`src/design/rv_decode_macros.svh`:
```
`ifndef RV_DECODE_MACROS_SVH
`define RV_DECODE_MACROS_SVH

// Datapath and instruction width
`define RV_XLEN         32
`define RV_REG_ADDR_W   5                   // Register file address width
`define RV_BE_W         4                   // One enable per byte of a data word

// Major opcodes, bits [6:0] of the instruction word
`define RV_OPC_LUI      7'b0110111
`define RV_OPC_AUIPC    7'b0010111
`define RV_OPC_JAL      7'b1101111
`define RV_OPC_JALR     7'b1100111
`define RV_OPC_BRANCH   7'b1100011
`define RV_OPC_LOAD     7'b0000011
`define RV_OPC_STORE    7'b0100011
`define RV_OPC_OP_IMM   7'b0010011
`define RV_OPC_OP       7'b0110011
`define RV_OPC_FENCE    7'b0001111          // Not decoded, ends up illegal
`define RV_OPC_SYSTEM   7'b1110011          // Not decoded, ends up illegal

// Branch funct3
`define RV_F3_BEQ       3'b000
`define RV_F3_BNE       3'b001
`define RV_F3_BLT       3'b100
`define RV_F3_BGE       3'b101
`define RV_F3_BLTU      3'b110
`define RV_F3_BGEU      3'b111

// Load funct3
`define RV_F3_LB        3'b000
`define RV_F3_LH        3'b001
`define RV_F3_LW        3'b010
`define RV_F3_LBU       3'b100
`define RV_F3_LHU       3'b101

// Store funct3
`define RV_F3_SB        3'b000
`define RV_F3_SH        3'b001
`define RV_F3_SW        3'b010

`define RV_F3_SRL_SRA   3'b101              // Shift right, funct7 bit 5 picks arithmetic

`endif

```
`src/design/rv_decode_pkg.sv`:
```
`default_nettype none

`include "rv_decode_macros.svh"

package rv_decode_pkg;

    typedef enum logic [3:0] {
        CLASS_LUI     = 4'd0,
        CLASS_AUIPC   = 4'd1,
        CLASS_JAL     = 4'd2,
        CLASS_JALR    = 4'd3,
        CLASS_BRANCH  = 4'd4,
        CLASS_LOAD    = 4'd5,
        CLASS_STORE   = 4'd6,
        CLASS_OP_IMM  = 4'd7,
        CLASS_OP      = 4'd8,
        CLASS_ILLEGAL = 4'd9              // Any opcode not decoded here, FENCE and SYSTEM too
    } op_class_e;

    // ALU code is {M extension, alternate (SUB/SRA), funct3}
    typedef enum logic [4:0] {
        ALU_OP_ADD    = 5'b00000,
        ALU_OP_SLL    = 5'b00001,
        ALU_OP_SLT    = 5'b00010,
        ALU_OP_SLTU   = 5'b00011,
        ALU_OP_XOR    = 5'b00100,
        ALU_OP_SRL    = 5'b00101,
        ALU_OP_OR     = 5'b00110,
        ALU_OP_AND    = 5'b00111,
        ALU_OP_SUB    = 5'b01000,
        ALU_OP_SRA    = 5'b01101,
        ALU_OP_MUL    = 5'b10000,
        ALU_OP_MULH   = 5'b10001,
        ALU_OP_MULHSU = 5'b10010,
        ALU_OP_MULHU  = 5'b10011,
        ALU_OP_DIV    = 5'b10100,
        ALU_OP_DIVU   = 5'b10101,
        ALU_OP_REM    = 5'b10110,
        ALU_OP_REMU   = 5'b10111
    } alu_op_e;

    typedef enum logic [2:0] {
        BR_NOOP = 3'd0, BR_EQ = 3'd1, BR_NE = 3'd2, BR_LT = 3'd3,
        BR_LTU  = 3'd4, BR_GE = 3'd5, BR_GEU = 3'd6
    } br_op_e;

    typedef enum logic [2:0] {
        LOAD_LB = 3'd0, LOAD_LH = 3'd1, LOAD_LW = 3'd2, LOAD_LBU = 3'd3, LOAD_LHU = 3'd4
    } load_op_e;

    typedef enum logic [1:0] {
        STORE_SB = 2'd0, STORE_SH = 2'd1, STORE_SW = 2'd2
    } store_op_e;

    typedef enum logic [1:0] {
        SRC_REGS    = 2'd0,                 // rs1 and rs2
        SRC_IMM_RS1 = 2'd1,                 // rs1 and the immediate
        SRC_IMM_PC  = 2'd2                  // PC and the immediate
    } src_sel_e;

    typedef struct packed {
        op_class_e                 op_class;
        logic [2:0]                funct3;
        logic                      funct7_b0;   // Selects the M extension on OP
        logic                      funct7_b5;   // Selects SUB and SRA
        logic [`RV_REG_ADDR_W-1:0] rs1;
        logic [`RV_REG_ADDR_W-1:0] rs2;
        logic [`RV_REG_ADDR_W-1:0] rd;
        logic [`RV_XLEN-1:0]       imm;         // Already sign extended for its format
    } decode_fields_t;

    typedef struct packed {
        alu_op_e                   alu_op;
        br_op_e                    br_op;
        load_op_e                  load_op;
        store_op_e                 store_op;
        src_sel_e                  src_sel;
        logic                      mem_rd;
        logic                      mem_wr;
        logic [`RV_BE_W-1:0]       mem_be;
        logic                      regfile_wr;
        logic                      jump;
        logic                      jalr;
        logic                      illegal;
        logic [`RV_REG_ADDR_W-1:0] rs1;
        logic [`RV_REG_ADDR_W-1:0] rs2;
        logic [`RV_REG_ADDR_W-1:0] rd;
        logic [`RV_XLEN-1:0]       imm;
    } decode_ctrl_t;

endpackage

`default_nettype wire

```
`src/design/rv_ctrl_stage.sv`:
```
`timescale 1ns/100ps
`default_nettype none

`include "rv_decode_macros.svh"

module rv_ctrl_stage (
    input  logic                          clk_i,
    input  logic                          rst_n_i,
    input  logic                          fields_valid_i,
    input  rv_decode_pkg::decode_fields_t fields_i,
    output logic                          out_valid_o,     // Two cycles after the strobe
    output rv_decode_pkg::decode_ctrl_t   ctrl_o
);
    import rv_decode_pkg::*;

    decode_ctrl_t ctrl_d;
    logic         shift_right;

    assign shift_right = (fields_i.funct3 == `RV_F3_SRL_SRA);  // Only place OP_IMM uses funct7

    always_comb begin
        ctrl_d.alu_op     = ALU_OP_ADD;  // Address and link arithmetic all use ADD
        ctrl_d.br_op      = BR_NOOP;
        ctrl_d.load_op    = LOAD_LW;
        ctrl_d.store_op   = STORE_SB;
        ctrl_d.src_sel    = SRC_REGS;
        ctrl_d.mem_rd     = 1'b0;
        ctrl_d.mem_wr     = 1'b0;
        ctrl_d.mem_be     = '0;
        ctrl_d.regfile_wr = 1'b0;
        ctrl_d.jump       = 1'b0;
        ctrl_d.jalr       = 1'b0;
        ctrl_d.illegal    = 1'b0;
        ctrl_d.rs1        = fields_i.rs1;
        ctrl_d.rs2        = fields_i.rs2;
        ctrl_d.rd         = fields_i.rd;
        ctrl_d.imm        = fields_i.imm;
        case (fields_i.op_class)
            CLASS_LUI: begin
                ctrl_d.src_sel    = SRC_IMM_RS1;
                ctrl_d.rs1        = '0;  // x0 plus the immediate gives the LUI value
                ctrl_d.regfile_wr = 1'b1;
            end
            CLASS_AUIPC, CLASS_JAL: begin
                ctrl_d.src_sel    = SRC_IMM_PC;  // Target or result is PC plus the immediate
                ctrl_d.regfile_wr = 1'b1;
                ctrl_d.jump       = 1'b1;
            end
            CLASS_JALR: begin
                ctrl_d.src_sel    = SRC_IMM_RS1;
                ctrl_d.regfile_wr = 1'b1;
                ctrl_d.jump       = 1'b1;
                ctrl_d.jalr       = 1'b1;  // Target comes from rs1, not the PC
            end
            CLASS_BRANCH: begin
                case (fields_i.funct3)
                    `RV_F3_BEQ:  ctrl_d.br_op = BR_EQ;
                    `RV_F3_BNE:  ctrl_d.br_op = BR_NE;
                    `RV_F3_BLT:  ctrl_d.br_op = BR_LT;
                    `RV_F3_BGE:  ctrl_d.br_op = BR_GE;
                    `RV_F3_BLTU: ctrl_d.br_op = BR_LTU;
                    `RV_F3_BGEU: ctrl_d.br_op = BR_GEU;
                    default:     ctrl_d.illegal = 1'b1;  // Funct3 010 and 011 are reserved
                endcase
            end
            CLASS_LOAD: begin
                ctrl_d.src_sel    = SRC_IMM_RS1;
                ctrl_d.mem_rd     = 1'b1;
                ctrl_d.regfile_wr = 1'b1;
                case (fields_i.funct3)
                    `RV_F3_LB:  ctrl_d.load_op = LOAD_LB;
                    `RV_F3_LH:  ctrl_d.load_op = LOAD_LH;
                    `RV_F3_LW:  ctrl_d.load_op = LOAD_LW;
                    `RV_F3_LBU: ctrl_d.load_op = LOAD_LBU;
                    `RV_F3_LHU: ctrl_d.load_op = LOAD_LHU;
                    default:    ctrl_d.illegal = 1'b1;
                endcase
            end
            CLASS_STORE: begin
                ctrl_d.src_sel = SRC_IMM_RS1;
                ctrl_d.mem_wr  = 1'b1;
                case (fields_i.funct3)
                    `RV_F3_SB: begin
                        ctrl_d.store_op = STORE_SB;
                        ctrl_d.mem_be   = 4'b0001;  // Low byte lane
                    end
                    `RV_F3_SH: begin
                        ctrl_d.store_op = STORE_SH;
                        ctrl_d.mem_be   = 4'b0011;  // Low halfword
                    end
                    `RV_F3_SW: begin
                        ctrl_d.store_op = STORE_SW;
                        ctrl_d.mem_be   = 4'b1111;
                    end
                    default: ctrl_d.illegal = 1'b1;
                endcase
            end
            CLASS_OP_IMM: begin
                ctrl_d.src_sel    = SRC_IMM_RS1;
                ctrl_d.regfile_wr = 1'b1;
                // Bit 30 is immediate data except on SRLI/SRAI
                ctrl_d.alu_op = alu_op_e'({1'b0, shift_right & fields_i.funct7_b5,
                                           fields_i.funct3});
            end
            CLASS_OP: begin
                ctrl_d.regfile_wr = 1'b1;
                ctrl_d.alu_op = alu_op_e'({fields_i.funct7_b0, fields_i.funct7_b5,
                                           fields_i.funct3});  // The ALU decodes the rest
            end
            default: begin
                ctrl_d.illegal = 1'b1;  // FENCE, SYSTEM and unknown opcodes
            end
        endcase
        if (ctrl_d.illegal) begin
            ctrl_d.regfile_wr = 1'b0;  // An illegal word must leave no architectural trace
            ctrl_d.mem_rd     = 1'b0;
            ctrl_d.mem_wr     = 1'b0;
            ctrl_d.mem_be     = '0;
            ctrl_d.jump       = 1'b0;
        end
    end

    always_ff @(posedge clk_i) begin
        if (!rst_n_i) begin
            out_valid_o       <= 1'b0;
            ctrl_o.mem_rd     <= 1'b0;
            ctrl_o.mem_wr     <= 1'b0;
            ctrl_o.mem_be     <= '0;
            ctrl_o.regfile_wr <= 1'b0;
            ctrl_o.jump       <= 1'b0;
            ctrl_o.illegal    <= 1'b0;
        end else begin
            out_valid_o <= fields_valid_i;
            if (fields_valid_i) begin
                ctrl_o <= ctrl_d;  // Held while no instruction is in this stage
            end
        end
    end

    a_illegal_no_write: assert property (@(posedge clk_i) disable iff (!rst_n_i)
        out_valid_o && ctrl_o.illegal |-> !ctrl_o.regfile_wr && !ctrl_o.mem_wr && !ctrl_o.mem_rd);

    a_be_only_on_store: assert property (@(posedge clk_i) disable iff (!rst_n_i)
        (ctrl_o.mem_be != '0) |-> ctrl_o.mem_wr);

endmodule

`default_nettype wire

```
`src/design/rv_decode_top.sv`:
```
`timescale 1ns/100ps
`default_nettype none

`include "rv_decode_macros.svh"

module rv_decode_top (
    input  logic                        clk_i,
    input  logic                        rst_n_i,
    input  logic                        instr_valid_i,  // No back-pressure, one word per cycle
    input  logic [`RV_XLEN-1:0]         instr_i,
    output logic                        out_valid_o,
    output rv_decode_pkg::decode_ctrl_t ctrl_o
);
    import rv_decode_pkg::*;

    logic           fields_valid;  // Stage 1 to stage 2 valid
    decode_fields_t fields;

    rv_field_stage u_field_stage (  // Classifies and slices the instruction word
        .clk_i          (clk_i),
        .rst_n_i        (rst_n_i),
        .instr_valid_i  (instr_valid_i),
        .instr_i        (instr_i),
        .fields_valid_o (fields_valid),
        .fields_o       (fields)
    );

    rv_ctrl_stage u_ctrl_stage (  // Turns the class and funct bits into controls
        .clk_i          (clk_i),
        .rst_n_i        (rst_n_i),
        .fields_valid_i (fields_valid),
        .fields_i       (fields),
        .out_valid_o    (out_valid_o),
        .ctrl_o         (ctrl_o)
    );

endmodule

`default_nettype wire

```
`src/design/rv_field_stage.sv`:
```
`timescale 1ns/100ps
`default_nettype none

`include "rv_decode_macros.svh"

module rv_field_stage (
    input  logic                          clk_i,
    input  logic                          rst_n_i,
    input  logic                          instr_valid_i,   // Single cycle strobe
    input  logic [`RV_XLEN-1:0]           instr_i,
    output logic                          fields_valid_o,  // One cycle after the strobe
    output rv_decode_pkg::decode_fields_t fields_o
);
    import rv_decode_pkg::*;

    logic [6:0]          opcode;
    op_class_e           op_class;
    logic [`RV_XLEN-1:0] imm;
    decode_fields_t      fields_d;

    assign opcode = instr_i[6:0];

    always_comb begin
        case (opcode)
            `RV_OPC_LUI:    op_class = CLASS_LUI;
            `RV_OPC_AUIPC:  op_class = CLASS_AUIPC;
            `RV_OPC_JAL:    op_class = CLASS_JAL;
            `RV_OPC_JALR:   op_class = CLASS_JALR;
            `RV_OPC_BRANCH: op_class = CLASS_BRANCH;
            `RV_OPC_LOAD:   op_class = CLASS_LOAD;
            `RV_OPC_STORE:  op_class = CLASS_STORE;
            `RV_OPC_OP_IMM: op_class = CLASS_OP_IMM;
            `RV_OPC_OP:     op_class = CLASS_OP;
            default:        op_class = CLASS_ILLEGAL;   // FENCE, SYSTEM and unknown opcodes
        endcase
    end

    always_comb begin
        case (op_class)
            CLASS_LUI, CLASS_AUIPC: begin
                imm = {instr_i[31:12], 12'b0};  // U format, upper 20 bits
            end
            CLASS_JAL: begin
                imm = {{(`RV_XLEN-21){instr_i[31]}}, instr_i[31], instr_i[19:12],
                       instr_i[20], instr_i[30:21], 1'b0};  // J format, halfword offset
            end
            CLASS_JALR, CLASS_LOAD, CLASS_OP_IMM: begin
                imm = {{(`RV_XLEN-12){instr_i[31]}}, instr_i[31:20]};  // I format
            end
            CLASS_STORE: begin
                imm = {{(`RV_XLEN-12){instr_i[31]}}, instr_i[31:25], instr_i[11:7]};  // S format
            end
            CLASS_BRANCH: begin
                imm = {{(`RV_XLEN-13){instr_i[31]}}, instr_i[31], instr_i[7],
                       instr_i[30:25], instr_i[11:8], 1'b0};  // B format, halfword offset
            end
            default: begin
                imm = '0;                       // OP and illegal words carry no immediate
            end
        endcase
    end

    always_comb begin
        fields_d.op_class  = op_class;
        fields_d.funct3    = instr_i[14:12];
        fields_d.funct7_b0 = instr_i[25];  // Bit 0 of funct7
        fields_d.funct7_b5 = instr_i[30];  // Bit 5 of funct7
        fields_d.rs1       = instr_i[19:15];
        fields_d.rs2       = instr_i[24:20];
        fields_d.rd        = instr_i[11:7];
        fields_d.imm       = imm;
    end

    always_ff @(posedge clk_i) begin
        if (!rst_n_i) begin
            fields_valid_o <= 1'b0;
        end else begin
            fields_valid_o <= instr_valid_i;  // Follows the strobe with one cycle of delay
        end
    end

    always_ff @(posedge clk_i) begin
        if (instr_valid_i) begin
            fields_o <= fields_d;  // Payload holds between strobes
        end
    end

    a_valid_known: assert property (@(posedge clk_i) disable iff (!rst_n_i)
        !$isunknown(fields_valid_o));

endmodule

`default_nettype wire

```
`config.mk`:
```
export PLATFORM = sky130hd
export DESIGN_NAME = rv_decode_top
export DESIGN_NICKNAME = d
export VERILOG_FILES = /design/src/design/rv_decode_pkg.sv /design/src/design/rv_ctrl_stage.sv /design/src/design/rv_decode_top.sv /design/src/design/rv_field_stage.sv
export VERILOG_INCLUDE_DIRS = /design/src /design/src/design
export SDC_FILE = /design/constraint.sdc
export NUM_CORES = 1
export LEC_CHECK = 0
export ABC_AREA = 0
export BUFFER_PORTS_ARGS = -buffer_cell sky130_fd_sc_hd__buf_2
export CORE_AREA = 2 2 96 98
export CTS_CLUSTER_SIZE = 12
export DETAILED_ROUTE_END_ITERATION = 10
export DIE_AREA = 0 0 98 100
export GPL_ROUTABILITY_DRIVEN = 1
export PLACE_DENSITY_LB_ADDON = 0.2
export REMOVE_ABC_BUFFERS = 1
export SYNTH_ARGS = -nofsm -noshare
export SYNTH_HDL_FRONTEND = slang
export SYNTH_SLANG_ARGS = --single-unit
```
`constraint.sdc`:
```
create_clock -name clk_i -period 5.1 [get_ports clk_i]
set_input_delay 1.02 -clock clk_i [delete_from_list [all_inputs] [get_ports clk_i]]
set_output_delay 1.02 -clock clk_i [all_outputs]
set_load 0.005 [all_outputs]
```
After elaboration in Yosys (flattened, before gate mapping)
Cells that the tools add are included.
{"block": "word_totals", "out_inout_bits": 73, "wordCells": 89, "in_bits": 35, "ff_bits": 130}
{"block": "classes", "n_eq_ne": 30, "reduce_logical": 14, "muxes": 18, "bitwise_logic": 1}
{"op": "case mux 32 bit (5 select lines)", "n": 1}
{"op": "case mux 4 bit (9 select lines)", "n": 1}
{"op": "== test 4 x 3 -> 1 bit (second input constant)", "n": 8}
{"op": "== test 7 x 6 -> 1 bit (second input constant)", "n": 3}
{"op": "== test 7 bit (second input constant)", "n": 3}
{"op": "case mux 3 bit (6 select lines)", "n": 1}
{"op": "== test 4 x 2 -> 1 bit (second input constant)", "n": 4}
{"op": "== test 7 x 5 -> 1 bit (second input constant)", "n": 2}
{"op": "== test 3 bit (second input constant)", "n": 4}
{"op": "case mux 3 bit (4 select lines)", "n": 1}
{"op": "case mux 4 bit (3 select lines)", "n": 1}
{"op": "OR reduction 6 bit", "n": 2}
{"op": "case mux 5 bit (2 select lines)", "n": 1}
{"op": "OR reduction 5 bit", "n": 2}
{"op": "OR reduction 3 bit", "n": 3}
{"op": "== test 4 x 1 -> 1 bit (second input constant)", "n": 2}
{"op": "logical NOT 4 bit", "n": 2}
{"op": "2-to-1 mux 8 bit", "n": 1}
{"op": "case mux 2 bit (2 select lines)", "n": 2}
{"op": "== test 7 x 2 -> 1 bit (second input constant)", "n": 1}
{"op": "2-to-1 mux 1 bit", "n": 7}
{"op": "OR reduction 7 bit", "n": 1}
{"op": "2-to-1 mux 5 bit", "n": 1}
{"op": "== test 4 bit (second input constant)", "n": 1}
{"op": "other kinds (7)", "n": 8}

Logic depth before layout (Yosys ltp)
{"block": "depth", "depth_word": 5, "ltp_mapped": 6, "ltp_nobuf": 4}

Cells and area by module
Synthesis repeated with hierarchy kept, for this count alone.
{"block": "hier_totals", "hier_cells": 309, "area_unflattened_um2": 4973.5}
{"module": "rv_ctrl_stage", "area_each_um2": 2643.8, "cells_per_inst": 159, "seq_area_each_um2": 2072.0, "instances": 1}
{"module": "rv_field_stage", "area_each_um2": 2329.7, "cells_per_inst": 150, "seq_area_each_um2": 1701.6, "instances": 1}

Worst setup path after synthesis
OpenSTA, ideal clock, no wires.
{"block": "synth_timing", "path_kind": "input -> register", "startpoint": "in rst_n_i", "endpoint": "reg, netlist name u_ctrl_stage.ctrl_o[0]", "setup_time_ns": 0.418, "slack_ns": 2.171, "stages": 3, "arrival_ns": 2.510, "n_path_buf": 1, "cell_sequence": "buf_6 > nand2_1 > inv_1"}
{"block": "synth_between", "elab_chain_cells": 1}
{"element": "start: declaration", "line": "rv_decode_top.sv:8", "rtl": "input logic rst_n_i,"}
{"element": "AND reduction 2 bit (no line)"}
Every way passes these cells.
A chain may end at the register's enable or synchronous reset.

Final worst setup path
{"block": "layout_timing", "startpoint": "in rst_n_i", "endpoint": "reg, netlist name u_ctrl_stage.ctrl_o[46]"}
{"block": "layout_between", "elab_chain_cells": 1}
{"element": "AND reduction 2 bit (no line)"}
Every way passes these cells.

==> run_results.csv <==
group,metric,value,unit
outcome,status,"finished, final reports clean",
synthesis,yosysWarnings,0,
sta,skew,0.00918,ns
route,drc,0,
floorplan,fp.dieH,100,um
sta,setup_violations,0,
clock_network,tritoncts,"yes",
clock_network,cts_setup_buffers,0,
finish,diodes,0,
clock_network,clk_pin_slew,0.06,ns
clock_network,root_buffer,"clkbuf_8",
synthesis,synth_edf_count,119,
sta,tightest_slew,0.886,ns
sta,fin_crit,2.20,ns
sta,whs,0.415,ns
grt,antenna_found_initial,0,
route,wl,8.57,mm
setup_path,max_stage_delay,0.50,ns
clock_network,holdBufCountCts,0,
finish,layout.nets,447,
route,dr.pass1.iters,4,
setup_path,startpoint_type,"primary input",
finish,drive_above_1_share,0.365,
synthesis,ys_seq_area_frac,0.769,
setup_path,r2r-end,"u_ctrl_stage.ctrl_o[46]$_SDFFCE_PP0P_",
finish,fill_cells,642,
placed_design,port_buffers,107,
synthesis,synth.avg_cell_area,16.4,sq um
sta,final-hold-violation-count,0,
setup_path,end_kind,"flop",
floorplan,die_w,98,um
flow_run,maxCapViolCount,0,
synthesis,yosysUniqueCellTypes,49,
worst_hold_path,worst_hold_path.endpoint,"u_ctrl_stage.ctrl_o[15]$_DFFE_PP_",
sta,rsz0062_at_grt,"no",
grt,grt_usage,0.175,
clock_network,ctsHtreeMaxLevel,4,
route,ant_nets,0,
power,powerDensity,407,nW/um^2
setup_path,crit_arrival,2.36,ns
floorplan,core_area,8890,sq um
placed_design,gp_congestion,0.834,
clock_network,cts_buffer_depth,2,
worst_hold_path,whs_path_depth,0,
synthesis,async_reset_ff_frac,0,
synthesis,synth_area_leaders,"edfxtp_1 (73%), dfxtp_1 (4.1%), a21o_1 (2.9%)",
clock_network,ctsResizeCount,0,
route,drt-initial-drc-count,219,
power,ir_drop,238,uV
synthesis,synth_top_area_frac,0.728,
finish,area_growth,22.5,%
grt,grt_pass1_vias,2564,
sta,slew-limit-headroom,0.404,
sta,setup_tns,0,ns
route,viasPerCell,5.35,
setup_path,r2r_cells,3,
sta,finalCritPeriodShare,0.432,
setup_path,worstPathCellList,"buf_2 -> nand2_1 -> inv_2 -> buf_4",
clock_network,numClockSinks,129,
setup_path,r2r-start,"u_field_stage.fields_valid_o$_SDFF_PN0_",
placed_design,dp_hpwl,5.53,mm
floorplan,initial_core_util,0.552,
synthesis,yosys_register_bits,129,
grt,grt_overflow_total,0,
synthesis,synth_top_area_cell,"edfxtp_1",
worst_hold_path,min_from,"u_field_stage.fields_o[15]$_DFFE_PP_",
setup_path,critPathSlowestCell,"buf_4",
floorplan,die-area,9800,sq um
grt,grt_pass1_wl,12.8,mm
route,wl_per_cell,16.0,um
setup_path,worst-r2r-setup-slack,3.19,ns
synthesis,synthesis.area,4910,sq um
floorplan,boundaryPins,108,
sta,slew_viol_final,0,
finish,final_util,0.676,
grt,grt_max_degree,58,
setup_path,worstSetupPathType,"in -> reg",
synthesis,synth-main-ff-cell,"edfxtp_1",
sta,clock.fmax,454,MHz
setup_path,worstPathRequired,5.26,ns
worst_hold_path,hold_class,"reg -> reg",
floorplan,rows,35,
finish,regArea,3770,sq um
clock_network,numCtsBuffers,17,
setup_path,crit_path_max_fanout,35,
finish,multi_input_area,957,sq um
power,p_leak,2.46,nW
synthesis,syn_inst,300,
route,vias,2869,
clock_network,worstSkewPairLatency,0.52,ns
-- placed cells by master (no fill, tap or decap), types with 5 or more instances in the layout --
| cell | Yosys | layout |
|---|---|---|
| edfxtp_1 | 119 | 119 |
| buf_2 | 3 | 107 |
| a21o_1 | 19 | 19 |
| clkbuf_16 | 0 | 16 |
| nor2_1 | 14 | 14 |
| nand2_1 | 12 | 12 |
| and2_1 | 11 | 11 |
| o21ai_0 | 11 | 11 |
| dfxtp_1 | 10 | 10 |
| nand3_1 | 8 | 8 |
| nor3_1 | 8 | 8 |
| inv_1 | 8 | 7 |
| inv_6 | 0 | 7 |
| a22o_1 | 6 | 6 |
| and2b_1 | 5 | 5 |
-- sequential cells by signal, indices dropped and copies added, names as in the netlist --
signal / count
u_field_stage.fields_valid_o: 1
u_ctrl_stage.out_valid_o: 1
u_field_stage.fields_o: 56
u_ctrl_stage.ctrl_o: 71
-- metrics by stage --
| step | instances | power [W] | cell area [sq um] | setup WS, ns |
|---|---|---|---|---|
| floorplan | 284 | 0.00128 | 4760 | 2.28 |
| global placement | 504 | 0.00133 | 5450 | 2.39 |
| detailed placement | 504 | 0.00134 | 5450 | 2.34 |
| CTS | 536 | 0.00247 | 6010 | 2.88 |
| global route | 536 | 0.00253 | 6010 | 2.78 |
| finish | 536 | 0.00245 | 6010 | 2.90 |
-- layer usage --
metal / global-route usage / part of all wire
met5: 0 / 0
met4: 0.0716 / 0.014
met3: 0.0606 / 0.062
met2: 0.281 / 0.51
met1: 0.219 / 0.41
-- how the worst max path moves through the flow --
stage                                       endpoint  depth (start not counted)    start  slack, ns
6_report       u_ctrl_stage.ctrl_o[46]$_SDFFCE_PP0P_                          4  rst_n_i       2.90
5_1_grt            u_ctrl_stage.ctrl_o[11]$_DFFE_PP_                          4  rst_n_i       2.78
4_1_cts        u_ctrl_stage.ctrl_o[46]$_SDFFCE_PP0P_                          4  rst_n_i       2.88
3_5_place_dp       u_ctrl_stage.ctrl_o[12]$_DFFE_PP_                          4  rst_n_i       2.34
3_3_place_gp   u_ctrl_stage.ctrl_o[44]$_SDFFCE_PP0P_                          4  rst_n_i       2.39
2_1_floorplan       u_ctrl_stage.ctrl_o[0]$_DFFE_PP_                          2  rst_n_i       2.28
-- power breakdown --
part	switching, W	internal [W]
logic	0.0000580	0.0000351
registers	0.0000199	0.00120
clock network	0.000472	0.000661
total	0.000550	0.00190
-- cell families after synthesis --
kind of cell,share of synthesized area
flip-flops,0.769
multiplexers,0.00204
XOR/XNOR,0.00536
AO/OA/AOI/OAI,0.0918
AND/OR/NAND/NOR,0.0959
buffers and inverters,0.0357
-- synth_stat cells, types with 2 or more instances --
cell type,number
nor2_1,14
and3_1,3
nand3_1,8
a32o_1,4
a211oi_1,2
buf_4,4
and2b_1,5
nand2_1,12
nor4_1,3
edfxtp_1,119
a21oi_2,3
dfxtp_1,10
buf_2,3
o21ai_0,11
buf_6,6
a21oi_1,4
a22o_1,6
nand3b_1,3
and2_1,11
clkbuf_8,2
a21o_1,19
xnor2_1,3
inv_1,8
nor3_1,8
or3_1,2
nor2b_1,4
-- cell type report --
type                            instances  area share
Inverter                                8     0.00499
Tap cell                              111      0.0231
Sequential cell                       129       0.628
Timing Repair Buffer                  109      0.0916
Clock buffer                           17      0.0689
Multi-Input combinational cell        147       0.159
Clock inverter                         15      0.0246
-- critical path, delay by kind of cell --
| family | cells | cell delay, ns |
|---|---|---|
| buffers and inverters | 3 | 1.15 |
| AND/OR/NAND/NOR | 1 | 0.15 |
Note: power is estimated with default switching activity, not from simulation.
